## config.mk

```make
export PLATFORM = sky130hd
export DESIGN_NAME = bscTop
export DESIGN_NICKNAME = d
export VERILOG_FILES = /design/src/source/bscBusPkg.sv /design/src/source/bscRegPkg.sv /design/src/source/bscControl.sv /design/src/source/bscDataPath.sv /design/src/source/bscRefreshTimer.sv /design/src/source/bscRegisters.sv /design/src/source/bscTop.sv
export VERILOG_INCLUDE_DIRS = /design/src /design/src/source
export SDC_FILE = /design/constraint.sdc
export NUM_CORES = 1
export LEC_CHECK = 0
export ABC_AREA = 0
export ABC_CLOCK_PERIOD_IN_PS = 15900
export BUFFER_PORTS_ARGS = -buffer_cell sky130_fd_sc_hd__buf_2
export CORE_MARGIN = 2
export CORE_UTILIZATION = 55
export CTS_BUF_LIST = sky130_fd_sc_hd__clkbuf_8
export CTS_CLUSTER_DIAMETER = 60
export CTS_CLUSTER_SIZE = 12
export DETAILED_ROUTE_END_ITERATION = 10
export PLACE_DENSITY = 0.8
export SLEW_MARGIN = 15
export SYNTH_ARGS = -nofsm -noshare
export SYNTH_HDL_FRONTEND = slang
export SYNTH_SLANG_ARGS = --single-unit
```

## constraint.sdc

```tcl
create_clock -name CLK -period 15.9 [get_ports CLK]
set_clock_uncertainty 0.1 [all_clocks]
set_input_delay 4.77 -clock CLK [delete_from_list [all_inputs] [get_ports CLK]]
set_output_delay 4.77 -clock CLK [all_outputs]
set_load 0.02 [all_outputs]
```

## src/source/bsc_macros.svh

```systemverilog
`ifndef BSC_MACROS_SVH
`define BSC_MACROS_SVH

`define BSC_REG_BASE     32'hFFFF_FFE0
`define BSC_WRITE_KEY    16'hA55A

`define BSC_OFS_BCR1     5'h00
`define BSC_OFS_BCR2     5'h04
`define BSC_OFS_WCR      5'h08
`define BSC_OFS_MCR      5'h0C
`define BSC_OFS_RTCSR    5'h10
`define BSC_OFS_RTCNT    5'h14
`define BSC_OFS_RTCOR    5'h18

`define BSC_BCR1_WMASK   16'h03F0
`define BSC_BCR2_WMASK   16'h00FC
`define BSC_WCR_WMASK    16'h00FF
`define BSC_MCR_WMASK    16'h0004
`define BSC_RTCSR_WMASK  16'h0038
`define BSC_RTCNT_WMASK  16'h00FF
`define BSC_RTCOR_WMASK  16'h00FF

`define BSC_BCR1_RMASK   16'h03F0
`define BSC_BCR2_RMASK   16'h00FC
`define BSC_WCR_RMASK    16'h00FF
`define BSC_MCR_RMASK    16'h0004
`define BSC_RTCSR_RMASK  16'h00F8
`define BSC_RTCNT_RMASK  16'h00FF
`define BSC_RTCOR_RMASK  16'h00FF

`define BSC_BCR1_INIT    16'h03F0
`define BSC_BCR2_INIT    16'h00FC
`define BSC_WCR_INIT     16'h00FF
`define BSC_MCR_INIT     16'h0000
`define BSC_RTCSR_INIT   16'h0000
`define BSC_RTCNT_INIT   16'h0000
`define BSC_RTCOR_INIT   16'h0000

`define BSC_RFS_CYCLES   2'd2

`endif

```

## src/source/bscBusPkg.sv

```systemverilog
package bscBusPkg;

	typedef struct packed {
		logic [31:0] addr;
		logic [31:0] wrData;
		logic [3:0]  byteEn; // Bit 3 is the lowest byte address
		logic        write;
		logic        req;
	} cpuReqT;

	typedef struct packed {
		logic [31:0] rdData;
		logic        busy;
	} cpuRspT;

	typedef struct packed {
		logic [26:0] addr;
		logic [31:0] dataOut;
		logic [3:0]  csN;
		logic        bsN;
		logic        rdN;
		logic        rdWrN;
		logic [3:0]  weN;
		logic        rfs;
	} extBusT;

	typedef struct packed {
		logic [1:0] size; // 1 byte, 2 word, 3 long
		logic [1:0] waitCode;
		logic [1:0] longWait;
	} areaCfgT;

	typedef struct packed {
		logic [3:0] csN;
		logic       bsN;
		logic       rdN;
		logic       rdWrN;
		logic       weEn;
		logic       rfs;
	} strobeT;

	typedef enum logic [2:0] {T0, T1, TW, T2, TRFS1, TRFS2} busStateT;

endpackage

```

## src/source/bscRegPkg.sv

```systemverilog
package bscRegPkg;

	typedef struct packed {
		logic [5:0] rsvdHi;
		logic [1:0] longWaitHigh; // Areas 2 and 3
		logic [1:0] longWait1;
		logic [1:0] longWait0;
		logic [3:0] rsvdLo;
	} bcr1T;

	typedef struct packed {
		logic [7:0] rsvdHi;
		logic [1:0] size3;
		logic [1:0] size2;
		logic [1:0] size1;
		logic [1:0] rsvdLo;
	} bcr2T;

	typedef struct packed {
		logic [7:0] rsvdHi; // Idle cycle fields unused
		logic [1:0] waitCode3;
		logic [1:0] waitCode2;
		logic [1:0] waitCode1;
		logic [1:0] waitCode0;
	} wcrT;

	typedef struct packed {
		logic [12:0] rsvdHi;
		logic        refreshEn;
		logic [1:0]  rsvdLo;
	} mcrT;

	typedef struct packed {
		logic [9:0] rsvdHi;
		logic [2:0] clockSel; // 0 stops the timer
		logic [2:0] rsvdLo;
	} rtcsrT;

	typedef logic [7:0] rtcntT;
	typedef logic [7:0] rtcorT;

endpackage

```

## src/source/bscControl.sv

```systemverilog
`timescale 1ns/1ps
`include "bsc_macros.svh"

module bscControl import bscBusPkg::*; (
	input  logic    CLK,
	input  logic    RST_N,
	input  cpuReqT  cpuReq,
	input  logic    extReq,
	input  areaCfgT areaCfg,
	input  logic    rfsReq,
	input  logic    WAIT_N,
	input  logic    lastStep,
	output logic    load,
	output logic    advance,
	output logic    latch,
	output logic    rfsAck,
	output logic    busy,
	output strobeT  strobes
);

	busStateT state;
	logic [2:0] waitCnt;
	logic [2:0] waitLen;
	logic [1:0] rfsCnt;
	logic done; // Completion cycle of an access
	logic inCycle;

	always_comb begin
		case (areaCfg.waitCode)
			2'd0: waitLen = 3'd0;
			2'd3: waitLen = {1'b0, areaCfg.longWait} + 3'd3;
			default: waitLen = {1'b0, areaCfg.waitCode};
		endcase
	end

	assign load = (state == T0) & ~rfsReq & extReq & ~done;
	assign advance = (state == T2) & ~lastStep;
	assign latch = (state == T2) & ~cpuReq.write;
	assign rfsAck = (state == TRFS1);
	assign busy = extReq & ~done;

	assign inCycle = (state == T1) | (state == TW) | (state == T2);
	assign strobes.csN = inCycle ? ~(4'b0001 << cpuReq.addr[26:25]) : 4'b1111;
	assign strobes.bsN = (state != T1);
	assign strobes.rdN = ~(inCycle & ~cpuReq.write);
	assign strobes.rdWrN = ~(inCycle & cpuReq.write);
	assign strobes.weEn = inCycle & cpuReq.write;
	assign strobes.rfs = (state == TRFS1);

	always_ff @(posedge CLK or negedge RST_N) begin
		if (!RST_N) begin
			state <= T0;
			waitCnt <= '0;
			rfsCnt <= '0;
			done <= 1'b0;
		end else begin
			done <= (state == T2) & lastStep;
			case (state)
				T0: begin
					if (rfsReq) begin // Refresh wins over a CPU access
						rfsCnt <= `BSC_RFS_CYCLES - 2'd1;
						state <= TRFS1;
					end else if (load) begin
						state <= T1;
					end
				end
				T1: begin
					if (waitLen == 3'd0) begin
						state <= T2;
					end else begin
						waitCnt <= waitLen - 3'd1;
						state <= TW;
					end
				end
				TW: begin
					if (waitCnt != 3'd0) begin
						waitCnt <= waitCnt - 3'd1;
					end else if (WAIT_N) begin
						state <= T2;
					end
				end
				T2: state <= lastStep ? T0 : T1; // Next sizing step follows directly
				TRFS1: begin
					if (rfsCnt == 2'd0) begin
						state <= TRFS2;
					end else begin
						rfsCnt <= rfsCnt - 2'd1;
					end
				end
				TRFS2: state <= T0;
				default: state <= T0;
			endcase
		end
	end

endmodule

```

## src/source/bscDataPath.sv

```systemverilog
`timescale 1ns/1ps

module bscDataPath import bscBusPkg::*; (
	input  logic        CLK,
	input  logic        RST_N,
	input  cpuReqT      cpuReq,
	input  areaCfgT     areaCfg,
	input  logic        load,
	input  logic        advance,
	input  logic        latch,
	input  logic [31:0] DI,
	output logic [26:0] addr,
	output logic [31:0] dataOut,
	output logic [3:0]  weN,
	output logic        lastStep,
	output logic [31:0] readData
);

	logic [31:0] wrData;
	logic [3:0] byteEn;
	logic write;
	logic [1:0] offset; // First byte of the step inside the long word
	logic [2:0] stepBytes;
	logic [2:0] stepEnd;
	logic [5:0] shiftAmt;
	logic [31:0] widthMask;
	logic [3:0] laneMask;

	always_comb begin
		case (areaCfg.size)
			2'd1: begin
				offset = addr[1:0];
				stepBytes = 3'd1;
				widthMask = 32'h0000_00FF;
				laneMask = 4'b0001;
			end
			2'd2: begin
				offset = {addr[1], 1'b0};
				stepBytes = 3'd2;
				widthMask = 32'h0000_FFFF;
				laneMask = 4'b0011;
			end
			default: begin
				offset = 2'd0;
				stepBytes = 3'd4;
				widthMask = '1;
				laneMask = 4'b1111;
			end
		endcase
	end

	// Big endian slice sits 4 - stepEnd bytes above bit 0
	assign stepEnd = {1'b0, offset} + stepBytes;
	assign shiftAmt = {3'd4 - stepEnd, 3'b000};
	assign dataOut = (wrData >> shiftAmt) & widthMask;
	assign weN = ~({4{write}} & (byteEn >> (3'd4 - stepEnd)) & laneMask);
	assign lastStep = ~|(byteEn & (4'b1111 >> stepEnd)); // No enabled byte left

	always_ff @(posedge CLK or negedge RST_N) begin
		if (!RST_N) begin
			byteEn <= '0;
			write <= 1'b0;
		end else if (load) begin
			byteEn <= cpuReq.byteEn;
			write <= cpuReq.write;
		end
	end

	always_ff @(posedge CLK) begin
		if (load) begin
			addr <= cpuReq.addr[26:0];
			wrData <= cpuReq.wrData;
		end else if (advance) begin
			addr <= addr + 27'(stepBytes);
		end
		if (latch) begin
			readData <= (readData & ~(widthMask << shiftAmt)) | ((DI & widthMask) << shiftAmt);
		end
	end

endmodule

```

## src/source/bscRefreshTimer.sv

```systemverilog
`timescale 1ns/1ps
`include "bsc_macros.svh"

module bscRefreshTimer import bscRegPkg::*; (
	input  logic       CLK,
	input  logic       RST_N,
	input  rtcsrT      rtcsr,
	input  rtcorT      rtcor,
	input  logic       rfshEn,
	input  logic       rtcntWr,
	input  logic [7:0] wrData,
	input  logic       rfsAck,
	output rtcntT      rtcnt,
	output logic       rfsReq
);

	logic [11:0] prescale;
	logic tick;
	rtcntT rtcntNext;

	always_comb begin
		case (rtcsr.clockSel)
			3'd1: tick = &prescale[1:0]; // Divide by 4
			3'd2: tick = &prescale[3:0];
			3'd3: tick = &prescale[5:0];
			3'd4: tick = &prescale[7:0];
			3'd5: tick = &prescale[9:0];
			3'd6: tick = &prescale[10:0];
			3'd7: tick = &prescale; // Divide by 4096
			default: tick = 1'b0;
		endcase
	end

	assign rtcntNext = rtcnt + 8'd1;

	always_ff @(posedge CLK or negedge RST_N) begin
		if (!RST_N) begin
			prescale <= '0;
			rtcnt <= rtcntT'(`BSC_RTCNT_INIT);
			rfsReq <= 1'b0;
		end else begin
			prescale <= prescale + 12'd1;
			if (rfsAck) rfsReq <= 1'b0;
			if (rtcntWr) begin
				rtcnt <= rtcntT'({8'h00, wrData} & `BSC_RTCNT_WMASK);
			end else if (tick) begin
				if (rtcntNext == rtcor) begin // Compare match
					rtcnt <= '0;
					if (rfshEn) rfsReq <= 1'b1;
				end else begin
					rtcnt <= rtcntNext;
				end
			end
		end
	end

endmodule

```

## src/source/bscRegisters.sv

```systemverilog
`timescale 1ns/1ps
`include "bsc_macros.svh"

module bscRegisters import bscBusPkg::*, bscRegPkg::*; (
	input  logic        CLK,
	input  logic        RST_N,
	input  cpuReqT      cpuReq,
	input  logic [1:0]  mode,
	output logic [31:0] regData,
	output logic        regSel,
	output logic        extReq,
	output areaCfgT     areaCfg,
	output rtcsrT       rtcsr,
	output rtcorT       rtcor,
	output logic        rfshEn,
	output logic        rtcntWr,
	input  rtcntT       rtcntIn
);

	bcr1T bcr1;
	bcr2T bcr2;
	wcrT wcr;
	mcrT mcr;
	logic [4:0] ofs;
	logic wrEn;
	logic [15:0] wrVal;
	logic [15:0] rdVal;

	assign regSel = cpuReq.addr >= `BSC_REG_BASE;
	assign extReq = cpuReq.req & ~regSel;
	assign ofs = {cpuReq.addr[4:2], 2'b00};
	assign wrVal = cpuReq.wrData[15:0];
	assign wrEn = cpuReq.req & regSel & cpuReq.write & (cpuReq.wrData[31:16] == `BSC_WRITE_KEY);
	assign rtcntWr = wrEn & (ofs == `BSC_OFS_RTCNT); // Counter itself lives in the timer
	assign rfshEn = mcr.refreshEn;

	always_ff @(posedge CLK or negedge RST_N) begin
		if (!RST_N) begin
			bcr1 <= `BSC_BCR1_INIT;
			bcr2 <= `BSC_BCR2_INIT;
			wcr <= `BSC_WCR_INIT;
			mcr <= `BSC_MCR_INIT;
			rtcsr <= `BSC_RTCSR_INIT;
			rtcor <= rtcorT'(`BSC_RTCOR_INIT);
		end else if (wrEn) begin
			case (ofs)
				`BSC_OFS_BCR1: bcr1 <= wrVal & `BSC_BCR1_WMASK;
				`BSC_OFS_BCR2: bcr2 <= wrVal & `BSC_BCR2_WMASK;
				`BSC_OFS_WCR: wcr <= wrVal & `BSC_WCR_WMASK;
				`BSC_OFS_MCR: mcr <= wrVal & `BSC_MCR_WMASK;
				`BSC_OFS_RTCSR: rtcsr <= wrVal & `BSC_RTCSR_WMASK;
				`BSC_OFS_RTCOR: rtcor <= rtcorT'(wrVal & `BSC_RTCOR_WMASK);
				default: ;
			endcase
		end
	end

	always_comb begin
		case (ofs)
			`BSC_OFS_BCR1: rdVal = bcr1 & `BSC_BCR1_RMASK;
			`BSC_OFS_BCR2: rdVal = bcr2 & `BSC_BCR2_RMASK;
			`BSC_OFS_WCR: rdVal = wcr & `BSC_WCR_RMASK;
			`BSC_OFS_MCR: rdVal = mcr & `BSC_MCR_RMASK;
			`BSC_OFS_RTCSR: rdVal = rtcsr & `BSC_RTCSR_RMASK;
			`BSC_OFS_RTCNT: rdVal = {8'h00, rtcntIn} & `BSC_RTCNT_RMASK;
			`BSC_OFS_RTCOR: rdVal = {8'h00, rtcor} & `BSC_RTCOR_RMASK;
			default: rdVal = '0;
		endcase
	end

	always_ff @(posedge CLK) begin
		if (cpuReq.req & regSel & ~cpuReq.write) begin
			regData <= {16'h0000, rdVal};
		end
	end

	// Area 0 width comes from the mode pins
	always_comb begin
		case (cpuReq.addr[26:25])
			2'd0: areaCfg = '{mode + 2'd1, wcr.waitCode0, bcr1.longWait0};
			2'd1: areaCfg = '{bcr2.size1, wcr.waitCode1, bcr1.longWait1};
			2'd2: areaCfg = '{bcr2.size2, wcr.waitCode2, bcr1.longWaitHigh};
			default: areaCfg = '{bcr2.size3, wcr.waitCode3, bcr1.longWaitHigh};
		endcase
	end

endmodule

```

## src/source/bscTop.sv

```systemverilog
`timescale 1ns/1ps

module bscTop import bscBusPkg::*, bscRegPkg::*; (
	input  logic        CLK,
	input  logic        RST_N,
	input  cpuReqT      cpuReq,
	output cpuRspT      cpuRsp,
	input  logic [1:0]  mode,
	input  logic [31:0] DI,
	input  logic        WAIT_N,
	output extBusT      extBus
);

	areaCfgT areaCfg;
	rtcsrT rtcsr;
	rtcorT rtcor;
	rtcntT rtcnt;
	strobeT strobes;
	logic [31:0] regData;
	logic [31:0] readData;
	logic [31:0] dataOut;
	logic [26:0] addr;
	logic [3:0] weN;
	logic regSel, extReq, busy;
	logic load, advance, latch, lastStep;
	logic rfsReq, rfsAck, rfshEn, rtcntWr;

	bscControl ctrl (.*);
	bscRegisters regs (.*, .rtcntIn(rtcnt));
	bscRefreshTimer timer (.*, .wrData(cpuReq.wrData[7:0]));
	bscDataPath dataPath (.*);

	assign extBus.addr = addr;
	assign extBus.dataOut = dataOut;
	assign extBus.csN = strobes.csN;
	assign extBus.bsN = strobes.bsN;
	assign extBus.rdN = strobes.rdN;
	assign extBus.rdWrN = strobes.rdWrN;
	assign extBus.weN = weN | {4{~strobes.weEn}}; // Lanes only from T1 through T2
	assign extBus.rfs = strobes.rfs;

	assign cpuRsp.rdData = regSel ? regData : readData;
	assign cpuRsp.busy = busy;

endmodule

```

* Yosys cells after proc, flatten, opt, wreduce, memory -nomap -nowiden *
Cells that the tools add are included.
Widths: inputs -> output; s select.

word-level totals
  logic and storage cells = 173
  input bits = 107
  register bits = 174

operators by class
  order comparisons = 1
  reduce and logical (&&, ||, !) cells = 29
  bitwise gates (word level) = 34
  equality and inequality tests = 33
  add/subtract/negate cells = 10
  shift-type cells = 6
  muxes and demuxes = 34

operator list
  operator               number
  $and 32x32->32         3
  $pmux 10 s7            1
  $pmux 32 s2            1
  $shl 32x6->32          2
  $mux 27                2
  $ge 32x32->1 const B   1
  $mux 32                1
  $not 32->32            1
  $or 32x32->32          1
  $shr 32x6->32          1
  $add 27x3->27          1
  $eq 3x3->1 const B     8
  $mux 8                 3
  $mux 3                 7
  $eq 3x2->1 const B     6
  $pmux 3 s2             3
  $pmux 6 s3             1
  $eq 16x16->1 const B   1
  $and 1x1->1            15
  $pmux 3 s5             1
  $reduce_and 2->1       7
  $add 12x1->12 const B  1
  $and 4x4->4            3
  $ne 2x2->1 const B     6
  other kinds (40)       70

* Logic depth before layout (Yosys ltp) *
Gate-level depths: netlist of run 1.

  depth in word-level cells = 11
  depth in mapped cells = 20
  gate-level depth less buffers = 17

* Cells and area by module *
Synthesis of run 1 repeated with hierarchy kept, for this count alone.

unflattened totals
  cells, all modules = 982
  area total of the unflattened synthesis = 10812.9 sq um

modules (own cells, without submodules)
  module           cells an instance  area an instance (sq um)  times used  seq. area each (sq um)
  bscDataPath      510                5694.2                    1           2857.7
  bscRegisters     209                2546.2                    1           1126.1
  bscRefreshTimer  134                1287.5                    1           525.5
  bscControl       88                 708.2                     1           225.2
  bscTop           41                 576.8                     1           0.0

* Least setup slack after synthesis of run 1 *
Ideal clock, no wire load.

  path kind = input to output
  start = input cpuReq[63] (netlist bit)
  end = output extBus[2] (netlist bit)
  data arrival time = 8562 ps
  stages = 16
  slack = 2468 ps
  data required time = 11030 ps
  path through = buf_2 -> clkbuf_1 -> mux2i_1 -> nand2_1 -> o21a_1 -> ha_1 -> clkbuf_1 -> nor2_1 -> fa_1 -> inv_1 -> ha_1 -> clkbuf_1 -> buf_1 -> mux2i_1 -> o21ai_0 -> nand3b_1

RTL lines
  element          line          RTL
  start, declared  bscTop.sv:6   input cpuReqT cpuReq,
  end, declared    bscTop.sv:11  output extBusT extBus

==> flow_summary_export.csv, run 1 <==
group,metric,value,unit
outcome,outcome,"finished, final reports clean",
sta,maxSlewHeadroom,35.0,%
die,die_w,139,um
synth,synth-edff-count,101,
cells_and_area,drive_gt1_share,29.4,%
clock_network,clk_path_buf_depth,2,
clock_network,tritoncts,"built",
power_and_ir_drop,peakVddDrop,0.0692,mV
cells_and_area,final_area,0.0115,sq mm
power_and_ir_drop,cellLeakagePower,0.00477,uW
synth,synth_nets,1092,
synth,yosysSeqAreaShare,47.5,%
grt,grt_overflow,0,
routing,drt_iter0_drc,761,
clock_network,cts_root_buf,"clkbuf_8",
cells_and_area,antennaDiodeCount,0,
place,dp_hpwl,19300,um
worst_setup_path,criticalPathCategory,"in2out",
sta,finalSetupTns,0,ps
worst_setup_path,r2r-start,"regs.bcr2[3]",
synth,ys_warn_count,0,
routing,wl_per_cell,18.9,um
routing,totalWireLength,26200,um
clock_network,postCtsHoldBufs,0,
routing,vias,8312,
routing,drc,0,
sta,min_period,14730,ps
sta,tightest_slew,975,ps
job,maxCapViolCount,0,
sta,hold_viol_final,0,
worst_setup_path,cp-end-kind,"output pin",
die,die_area,0.0192,sq mm
sta,rsz0062_at_grt,"no",
synth,synthTopCellsByArea,"edfxtp_1, dfrtp_1, mux2_2, dfstp_2, nand2_1",
synth,synth_ff_type,"edfxtp_1",
routing,firstDrtPassIters,5,
sta,drv_slew,0,
die,core,0.0178,sq mm
routing,viasPerCell,5.98,
synth,async_flop_share,39.9,%
cells_and_area,final_nets,1274,
synth,syn_area_per_cell,10.3,sq um
place,placed_area,0.0111,sq mm
worst_setup_path,start_kind,"input pin",
place,io_buffers,210,
synth,synth_area_leader_cell,"edfxtp_1",
grt,grt_max_degree,92,
synth,synthTopCellsByCount,"nand2_1, edfxtp_1, nor2_1, o21ai_0, mux2_2",
synth,synth_area,0.00996,sq mm
synth,yosysTopAreaCellShare,30.4,%
min_path,hp-class,"reg2reg",
clock_network,clk_pin_slew,70,ps
power_and_ir_drop,total_power,1550,uW
clock_network,h-tree-depth,4,
clock_network,post_cts_resized,0,
worst_setup_path,worst-r2r-setup-slack,11110,ps
cells_and_area,syn_to_final_growth,15.5,%
sta,max_freq,0.0679,GHz
worst_setup_path,cp_data_arrival_time,9860,ps
worst_setup_path,required,11030,ps
routing,final_antenna_net_count,0,
cells_and_area,fin_util,64.5,%
synth,synthDistinctLibCells,63,
place,gp_congestion,0.958,
sta,setup_viol,0,
grt,grt_pass1_vias,8026,
grt,grt_pass1_wl,41800,um
die,fp.dieH,139,um
clock_network,post_cts_buffers,0,
sta,period_share,92.6,%
cells_and_area,instances_no_fill,1389,
die,start_util,55.8,%
grt,antenna_found_initial,0,
synth,ys_seq_elements,168,
synth,synthCells,965,
clock_network,insertion_delay,470,ps
min_path,holdCritStartpoint,"timer.prescale[0]",
place,placed_cells,1357,
worst_setup_path,cp_max_fo,23,
cells_and_area,fillers,1475,
clock_network,numCtsBuffers,17,
cells_and_area,final-seq-area,0.00473,sq mm
synth,synth_most_common_cell,"nand2_1",
worst_setup_path,crit_start,"cpuReq[64]",
die,ios,211,
power_and_ir_drop,power.density,135,mW/mm^2
clock_network,clock_sinks,168,
grt,grtUsageTotal,27.3,%
die,row_count,49,
cells_and_area,multi_input_area,0.00493,sq mm
## worst max-delay path, stage by stage
cell and delay, ps:
buf_2 190, inv_1 170, mux4_2 550, inv_1 100, ha_1 500, nor2_1 150
fa_1 560, inv_1 80, ha_1 190, ha_1 740, nor2b_1 580, nand2_1 390
nor2_1 510, and2_1 220, buf_2 160
## cell type report
class                           instances  area share (%)
Clock buffer                           19            2.27
Clock inverter                         13            1.00
Inverter                               21           0.685
Multi-Input combinational cell        722            42.8
Sequential cell                       168            41.1
Tap cell                              229            2.49
Timing Repair Buffer                  217            9.59
## sequential cells by signal, indices dropped and copies added (netlist names), 2 cells and up
name,flops
ctrl.waitCnt,3
timer.rtcnt,8
dataPath.byteEn,4
regs.rtcor,8
regs.regData,10
regs.rtcsr,3
dataPath.readData,32
dataPath.wrData,32
ctrl.state,3
ctrl.rfsCnt,2
regs.bcr1,6
timer.prescale,12
regs.bcr2,6
dataPath.addr,27
regs.wcr,8
## through the flow
stage          hold WS [ps]  setup slack, ps
6_report                337             1170
5_1_grt                 376              790
4_1_cts                 350             1240
3_5_place_dp            339             1220
3_3_place_gp            327             1450
2_1_floorplan           314             2470
## worst paths after layout
| check | cells after the start | endpoint |
|---|---|---|
| max reg2reg | 13 | dataPath.readData[16] |
| max | 15 | extBus[41] |
| min reg2reg | 1 | timer.prescale[0] |
| min | 1 | timer.prescale[0] |
| max in group asynchronous | 2 | ctrl.rfsCnt[1] |
| min in group asynchronous | 2 | timer.rtcnt[2] |
## layer usage
metal,GRT usage [%],vias to the layer above,routed length [um]
li1,-,3899,-
met1,36.8,3959,10900
met2,43.0,378,12300
met3,5.56,76,2030
met4,12.4,0,1010
met5,0,-,0
## layout by cell type, fill, tap and decap left out, types with 9 or more instances in the layout
| cell type | count |
|---|---|
| inv_1 | 26 |
| nand4_1 | 18 |
| clkbuf_8 | 19 |
| nor2b_1 | 16 |
| dfrtp_1 | 47 |
| mux2_2 | 53 |
| a22oi_1 | 24 |
| nor3_1 | 10 |
| and3_1 | 15 |
| edfxtp_1 | 101 |
| a21oi_1 | 41 |
| o21a_1 | 9 |
| xnor2_1 | 22 |
| buf_2 | 210 |
| and2_1 | 40 |
| dfstp_2 | 20 |
| a22o_1 | 23 |
| xor2_1 | 23 |
| o21ai_0 | 64 |
| mux2i_1 | 35 |
| a221oi_1 | 9 |
| ha_1 | 17 |
| nor2_1 | 73 |
| nand3_1 | 25 |
| nand2_1 | 113 |
## logic make-up after synthesis
logic type / count (synthesis) / share of synthesized area [%]
AO/OA/AOI/OAI: 209 / 13.9
XOR/XNOR: 45 / 3.96
adder cells (fa/ha/maj): 22 / 2.88
buffers and inverters: 75 / 3.13
flip-flops: 168 / 47.5
multiplexers: 95 / 11.1
AND/OR/NAND/NOR: 351 / 17.5
## report_power, final
part / internal [uW] / switching [uW]
logic: 223 / 386
registers: 578 / 65.8
clock network: 144 / 152
Note: power is estimated with default switching activity, not from simulation.
==> inputs of run 2 (changes only) <==
--- a/config.mk
+++ b/config.mk
@@ -6,7 +6,7 @@
 export SDC_FILE = /design/constraint.sdc
 export NUM_CORES = 1
 export LEC_CHECK = 0
-export ABC_AREA = 0
+export ABC_AREA = 1
 export ABC_CLOCK_PERIOD_IN_PS = 15900
 export BUFFER_PORTS_ARGS = -buffer_cell sky130_fd_sc_hd__buf_2
 export CORE_MARGIN = 2
==> flow_summary_export.csv, run 2 <==
group,metric,value,unit
outcome,outcome,"finished, final reports clean",
worst_setup_path,required,11030,ps
synth,synth_ff_type,"edfxtp_1",
clock_network,insertion_delay,470,ps
synth,synth-edff-count,101,
grt,grt_pass1_vias,8885,
synth,synth_area,0.0101,sq mm
die,ios,211,
routing,totalWireLength,28600,um
sta,maxSlewHeadroom,39.9,%
worst_setup_path,slowest_delay,810,ps
cells_and_area,final_cell_mix,"nand2_1, buf_2, inv_1",
clock_network,post_cts_resized,0,
place,dp_hpwl,22000,um
die,core,0.0180,sq mm
sta,rsz0062_at_grt,"no",
synth,ys_seq_elements,168,
routing,vias,9639,
grt,antenna_found_initial,0,
power_and_ir_drop,power.density,137,mW/mm^2
worst_setup_path,cp_max_fo,49,
power_and_ir_drop,peakVddDrop,0.0816,mV
worst_setup_path,cp-end-kind,"output pin",
die,die_w,140,um
sta,min_period,15200,ps
cells_and_area,final_nets,1574,
routing,wl_per_cell,17.0,um
synth,synth_most_common_cell,"nand2_1",
routing,drc,0,
clock_network,numCtsBuffers,17,
cells_and_area,multi_input_area,0.00460,sq mm
routing,drt_iter0_drc,1163,
cells_and_area,fillers,1551,
power_and_ir_drop,cellLeakagePower,0.00536,uW
worst_setup_path,cpMostUsedCell,"inv_1",
grt,grtUsageTotal,29.3,%
clock_network,post_cts_buffers,0,
sta,max_freq,0.0658,GHz
synth,ys_warn_count,0,
place,io_buffers,210,
sta,hold_viol_final,0,
cells_and_area,syn_to_final_growth,15.4,%
sta,finalSetupTns,0,ps
die,fp.dieH,140,um
cells_and_area,final_common_cell,"nand2_1",
grt,grt_max_degree,68,
worst_setup_path,criticalPathCategory,"in2out",
cells_and_area,antennaDiodeCount,0,
clock_network,cts_root_buf,"clkbuf_8",
die,die_area,0.0195,sq mm
worst_setup_path,cp_data_arrival_time,10330,ps
place,gp_congestion,1.01,
worst_setup_path,start_kind,"input pin",
job,maxCapViolCount,0,
synth,synthDistinctLibCells,52,
cells_and_area,drive_gt1_share,21.6,%
clock_network,clock_sinks,168,
synth,yosysTopAreaCellShare,29.9,%
cells_and_area,final-seq-area,0.00473,sq mm
grt,grt_pass1_wl,45300,um
clock_network,postCtsHoldBufs,0,
routing,final_antenna_net_count,0,
clock_network,clk_path_buf_depth,2,
worst_setup_path,cp_slowest_cell,"ha_2",
sta,tightest_slew,901,ps
synth,synthCells,1251,
sta,drv_slew,0,
synth,synth_nets,1378,
grt,grt_overflow,0,
routing,viasPerCell,5.71,
synth,syn_area_per_cell,8.10,sq um
cells_and_area,reg_top3,"dataPath.readData: 32 flops, dataPath.wrData: 32 flops, dataPath.addr: 27 flops",
sta,hold_slack,370,ps
worst_setup_path,crit_family,"buffers and inverters",
synth,yosysSeqAreaShare,46.7,%
worst_setup_path,path_cells,"buf_2 -> nor2_1 -> inv_1 -> o211ai_1 -> o21ai_0 -> inv_1 -> ha_1 -> ha_2 -> clkinv_1 -> buf_4 -> ha_1 -> inv_1 -> nand2_1 -> inv_1 -> a21oi_1 -> o2111ai_1 -> buf_2",
clock_network,h-tree-depth,4,
clock_network,tritoncts,"built",
min_path,hp-class,"reg2reg",
sta,period_share,95.6,%
synth,async_flop_share,39.9,%
worst_setup_path,crit_buf_inv,8,
synth,synth_area_leader_cell,"edfxtp_1",
routing,firstDrtPassIters,7,
synth,synthTopCellsByArea,"edfxtp_1, nand2_1, dfrtp_1, inv_1, dfstp_2",
clock_network,clk_pin_slew,90,ps
synth,synthTopCellsByCount,"nand2_1, inv_1, nor2_1, edfxtp_1, nand3_1",
sta,setup_viol,0,
die,start_util,56.2,%
die,row_count,49,
-- run 2: changes by cell type after synthesis, sizes merged, moves of 38 or more --
cell | before | now
inv | 21 | 160
nand2 | 115 | 372
and2 | 40 | 0
o21ai | 64 | 102
nor2 | 76 | 122
nand3 | 25 | 71
mux2 | 53 | 0
-- run 2: where the power goes --
part | leakage, uW | internal [uW] | switching (uW)
sequential | 0.00177 | 579 | 55.6
combinational | 0.00340 | 205 | 456
clock | 0.000194 | 142 | 170
total | 0.00536 | 926 | 682
-- run 2: path summary, 6_finish.rpt --
kind / depth (start not counted) / slack (ps) / startpoint / to
max: 17 / 700 / cpuReq[64] / extBus[2]
min: 1 / 370 / timer.prescale[0] / timer.prescale[0]
max reg2reg: 13 / 9940 / regs.bcr2[4] / dataPath.readData[16]
min reg2reg: 1 / 370 / timer.prescale[0] / timer.prescale[0]
max in group asynchronous: 2 / 10740 / RST_N / timer.prescale[6]
min in group asynchronous: 2 / 4390 / RST_N / ctrl.rfsCnt[0]
-- run 2: cells by family (layout without fill, tap and decap cells) --
kind of cell    count (synthesis)  in the layout  synth area share (%)
fa+ha+maj                      20             20                  2.62
flops                         168            168                  46.7
compound gates                212            212                  13.7
buf+inv                       198            407                  8.03
simple gates                  614            614                  25.5
mux                             7              7                 0.691
xor+xnor                       32             32                  2.76
-- run 2: per-layer routing --
metal | vias to the layer above | track usage, % | share of wire, %
met5 | - | 0 | 0
li1 | 4594 | - | -
met1 | 4474 | 40.6 | 42
met4 | 0 | 9.79 | 2.4
met2 | 504 | 46.7 | 47
met3 | 67 | 5.33 | 9.1
-- run 2: area by class of cell --
type	count	share of cell area (%)
Sequential cell	168	40.5
Multi-Input combinational cell	885	39.3
Timing Repair Buffer	214	9.24
Inverter	161	5.16
Tap cell	229	2.45
Clock buffer	17	2.00
Clock inverter	15	1.42
-- run 2: through the flow --
step / total power, uW / instances / area, sq um / util [%] / worst slack [ps]
3_5_place_dp: 1290 / 1657 / 11300 / 62.7 / 971
5_1_grt: 1700 / 1689 / 11700 / 64.9 / 312
3_3_place_gp: 1280 / 1657 / 11300 / 62.7 / 1290
6_report: 1610 / 1689 / 11700 / 64.9 / 701
2_1_floorplan: 1090 / 1251 / 10100 / - / 2470
4_1_cts: 1600 / 1689 / 11700 / 64.9 / 962
==> inputs of run 3 (changes only) <==
==> constraint.sdc (replaced) <==
create_clock -name CLK -period 15.9 [get_ports CLK]
set_clock_uncertainty 0.1 [all_clocks]
set_input_delay 4.77 -clock CLK [delete_from_list [all_inputs] [get_ports CLK]]
set_output_delay 4.77 -clock CLK [all_outputs]
set_load 0.05 [all_outputs]
==> flow_summary_export.csv, run 3 (synthesis gave the netlist of run 2 again) <==
group,metric,value,unit
outcome,outcome,"finished, final reports clean",
clock_network,clk_pin_slew,90,ps
cells_and_area,multi_input_area,0.00460,sq mm
clock_network,post_cts_resized,0,
clock_network,numCtsBuffers,17,
cells_and_area,fillers,1609,
place,placed_cells,1658,
cells_and_area,final_common_cell,"nand2_1",
grt,grt_overflow,0,
die,ios,211,
sta,finalSetupTns,0,ps
die,row_count,49,
routing,totalWireLength,28900,um
routing,final_antenna_net_count,0,
die,die_w,140,um
routing,firstDrtPassIters,9,
sta,maxSlewHeadroom,38.4,%
die,die_area,0.0195,sq mm
routing,drt_iter0_drc,1112,
grt,antenna_found_initial,1,
sta,tightest_slew,923,ps
sta,drv_slew,0,
clock_network,postCtsHoldBufs,0,
min_path,hp-class,"reg2reg",
cells_and_area,final-seq-area,0.00473,sq mm
clock_network,tritoncts,"built",
place,dp_hpwl,22200,um
grt,grt_pass1_vias,9009,
worst_setup_path,slowest_delay,590,ps
cells_and_area,syn_to_final_growth,15.3,%
grt,grt_max_degree,68,
cells_and_area,final_nets,1575,
sta,hold_viol_final,0,
place,gp_congestion,0.987,
clock_network,clk_path_buf_depth,2,
sta,max_freq,0.0677,GHz
clock_network,post_cts_buffers,0,
power_and_ir_drop,peakVddDrop,0.105,mV
cells_and_area,reg_top3,"dataPath.readData: 32 flops, dataPath.wrData: 32 flops, dataPath.addr: 27 flops",
clock_network,insertion_delay,480,ps
worst_setup_path,cp_data_arrival_time,9900,ps
die,core,0.0180,sq mm
worst_setup_path,cp-end-kind,"output pin",
sta,rsz0062_at_grt,"no",
worst_setup_path,criticalPathCategory,"in2out",
place,io_buffers,210,
routing,vias,9703,
worst_setup_path,required,11030,ps
worst_setup_path,path_cells,"buf_2 -> nor2_1 -> o21ai_0 -> a21o_1 -> a22oi_1 -> inv_1 -> ha_1 -> nor2_1 -> fa_1 -> inv_1 -> ha_1 -> ha_1 -> inv_1 -> nor2_2 -> nand2_1 -> nor2_1 -> nand3_1 -> buf_2",
power_and_ir_drop,cellLeakagePower,0.00535,uW
cells_and_area,instances_no_fill,1691,
sta,setup_viol,0,
worst_setup_path,cp_max_fo,18,
worst_setup_path,cp_slowest_cell,"ha_1",
routing,viasPerCell,5.74,
job,maxCapViolCount,0,
clock_network,h-tree-depth,4,
routing,wl_per_cell,17.1,um
sta,min_period,14770,ps
sta,period_share,92.9,%
die,fp.dieH,140,um
clock_network,clock_sinks,168,
grt,grt_pass1_wl,46000,um
clock_network,cts_root_buf,"clkbuf_8",
die,start_util,56.2,%
grt,grtUsageTotal,29.5,%
worst_setup_path,start_kind,"input pin",
cells_and_area,final_cell_mix,"nand2_1, buf_2, inv_1",
cells_and_area,drive_gt1_share,21.7,%
routing,drc,0,
power_and_ir_drop,power.density,151,mW/mm^2
[run 3: cell types whose count changed in the layout (fill, tap and decap cells not counted)]
cell,change
diode_2,+1
inv_6,+2
clkinvlp_4,+1
clkinvlp_2,+1
buf_4,+1
bufinv_16,-1
clkinv_4,-3
[run 3: final timing paths]
kind / from / to / slack, ps / depth (start not counted)
min in group asynchronous: RST_N / ctrl.rfsCnt[0] / 4350 / 2
hold reg to reg: timer.prescale[0] / timer.prescale[0] / 350 / 1
setup reg to reg: regs.bcr2[5] / dataPath.readData[31] / 10340 / 16
setup / recovery: cpuReq[64] / extBus[3] / 1130 / 18
hold / removal: timer.prescale[0] / timer.prescale[0] / 350 / 1
max in group asynchronous: RST_N / timer.prescale[8] / 10750 / 2
[run 3: worst max-delay path: cells and delay by family]
family	cells	cell delay, ps
AND/OR/NAND/NOR	6	1930
adder cells (fa/ha/maj)	4	1850
buffers and inverters	5	730
AO/OA/AOI/OAI	3	600
[run 3: through the flow]
step / area, sq um / util (%) / hold slack, ps / power [uW] / setup slack, ps
2_1_floorplan: 10100 / - / 321 / 1260 / 1840
3_3_place_gp: 11300 / 62.7 / 339 / 1450 / 1440
3_5_place_dp: 11300 / 62.7 / 343 / 1460 / 1240
4_1_cts: 11700 / 64.8 / 356 / 1760 / 1210
5_1_grt: 11700 / 64.8 / 369 / 1860 / 695
6_report: 11700 / 64.8 / 355 / 1760 / 1130
[run 3: final cells by class]
| class | count | share of cell area [%] |
|---|---|---|
| repair buffers | 215 | 9.31 |
| clock buffers | 17 | 2.00 |
| clock inverters | 15 | 1.20 |
| inverters | 161 | 5.17 |
| flip-flops and latches | 168 | 40.5 |
| multi-input cells | 885 | 39.3 |
| well taps | 229 | 2.45 |
| diodes | 1 | 0.0214 |
[run 3: report_power, final]
part / switching (uW) / internal, uW
registers: 57.1 / 579
clock network: 170 / 126
logic: 626 / 205
total: 853 / 911
[run 3: metal layers]
layer	track usage, %	routed length [um]	vias up	share of wire (%)
met2	46.2	13300	530	46
met4	12.6	1060	0	3.7
met1	40.2	11600	4487	40
li1	-	-	4590	-
met5	0	0	-	0
met3	6.06	2870	96	9.9
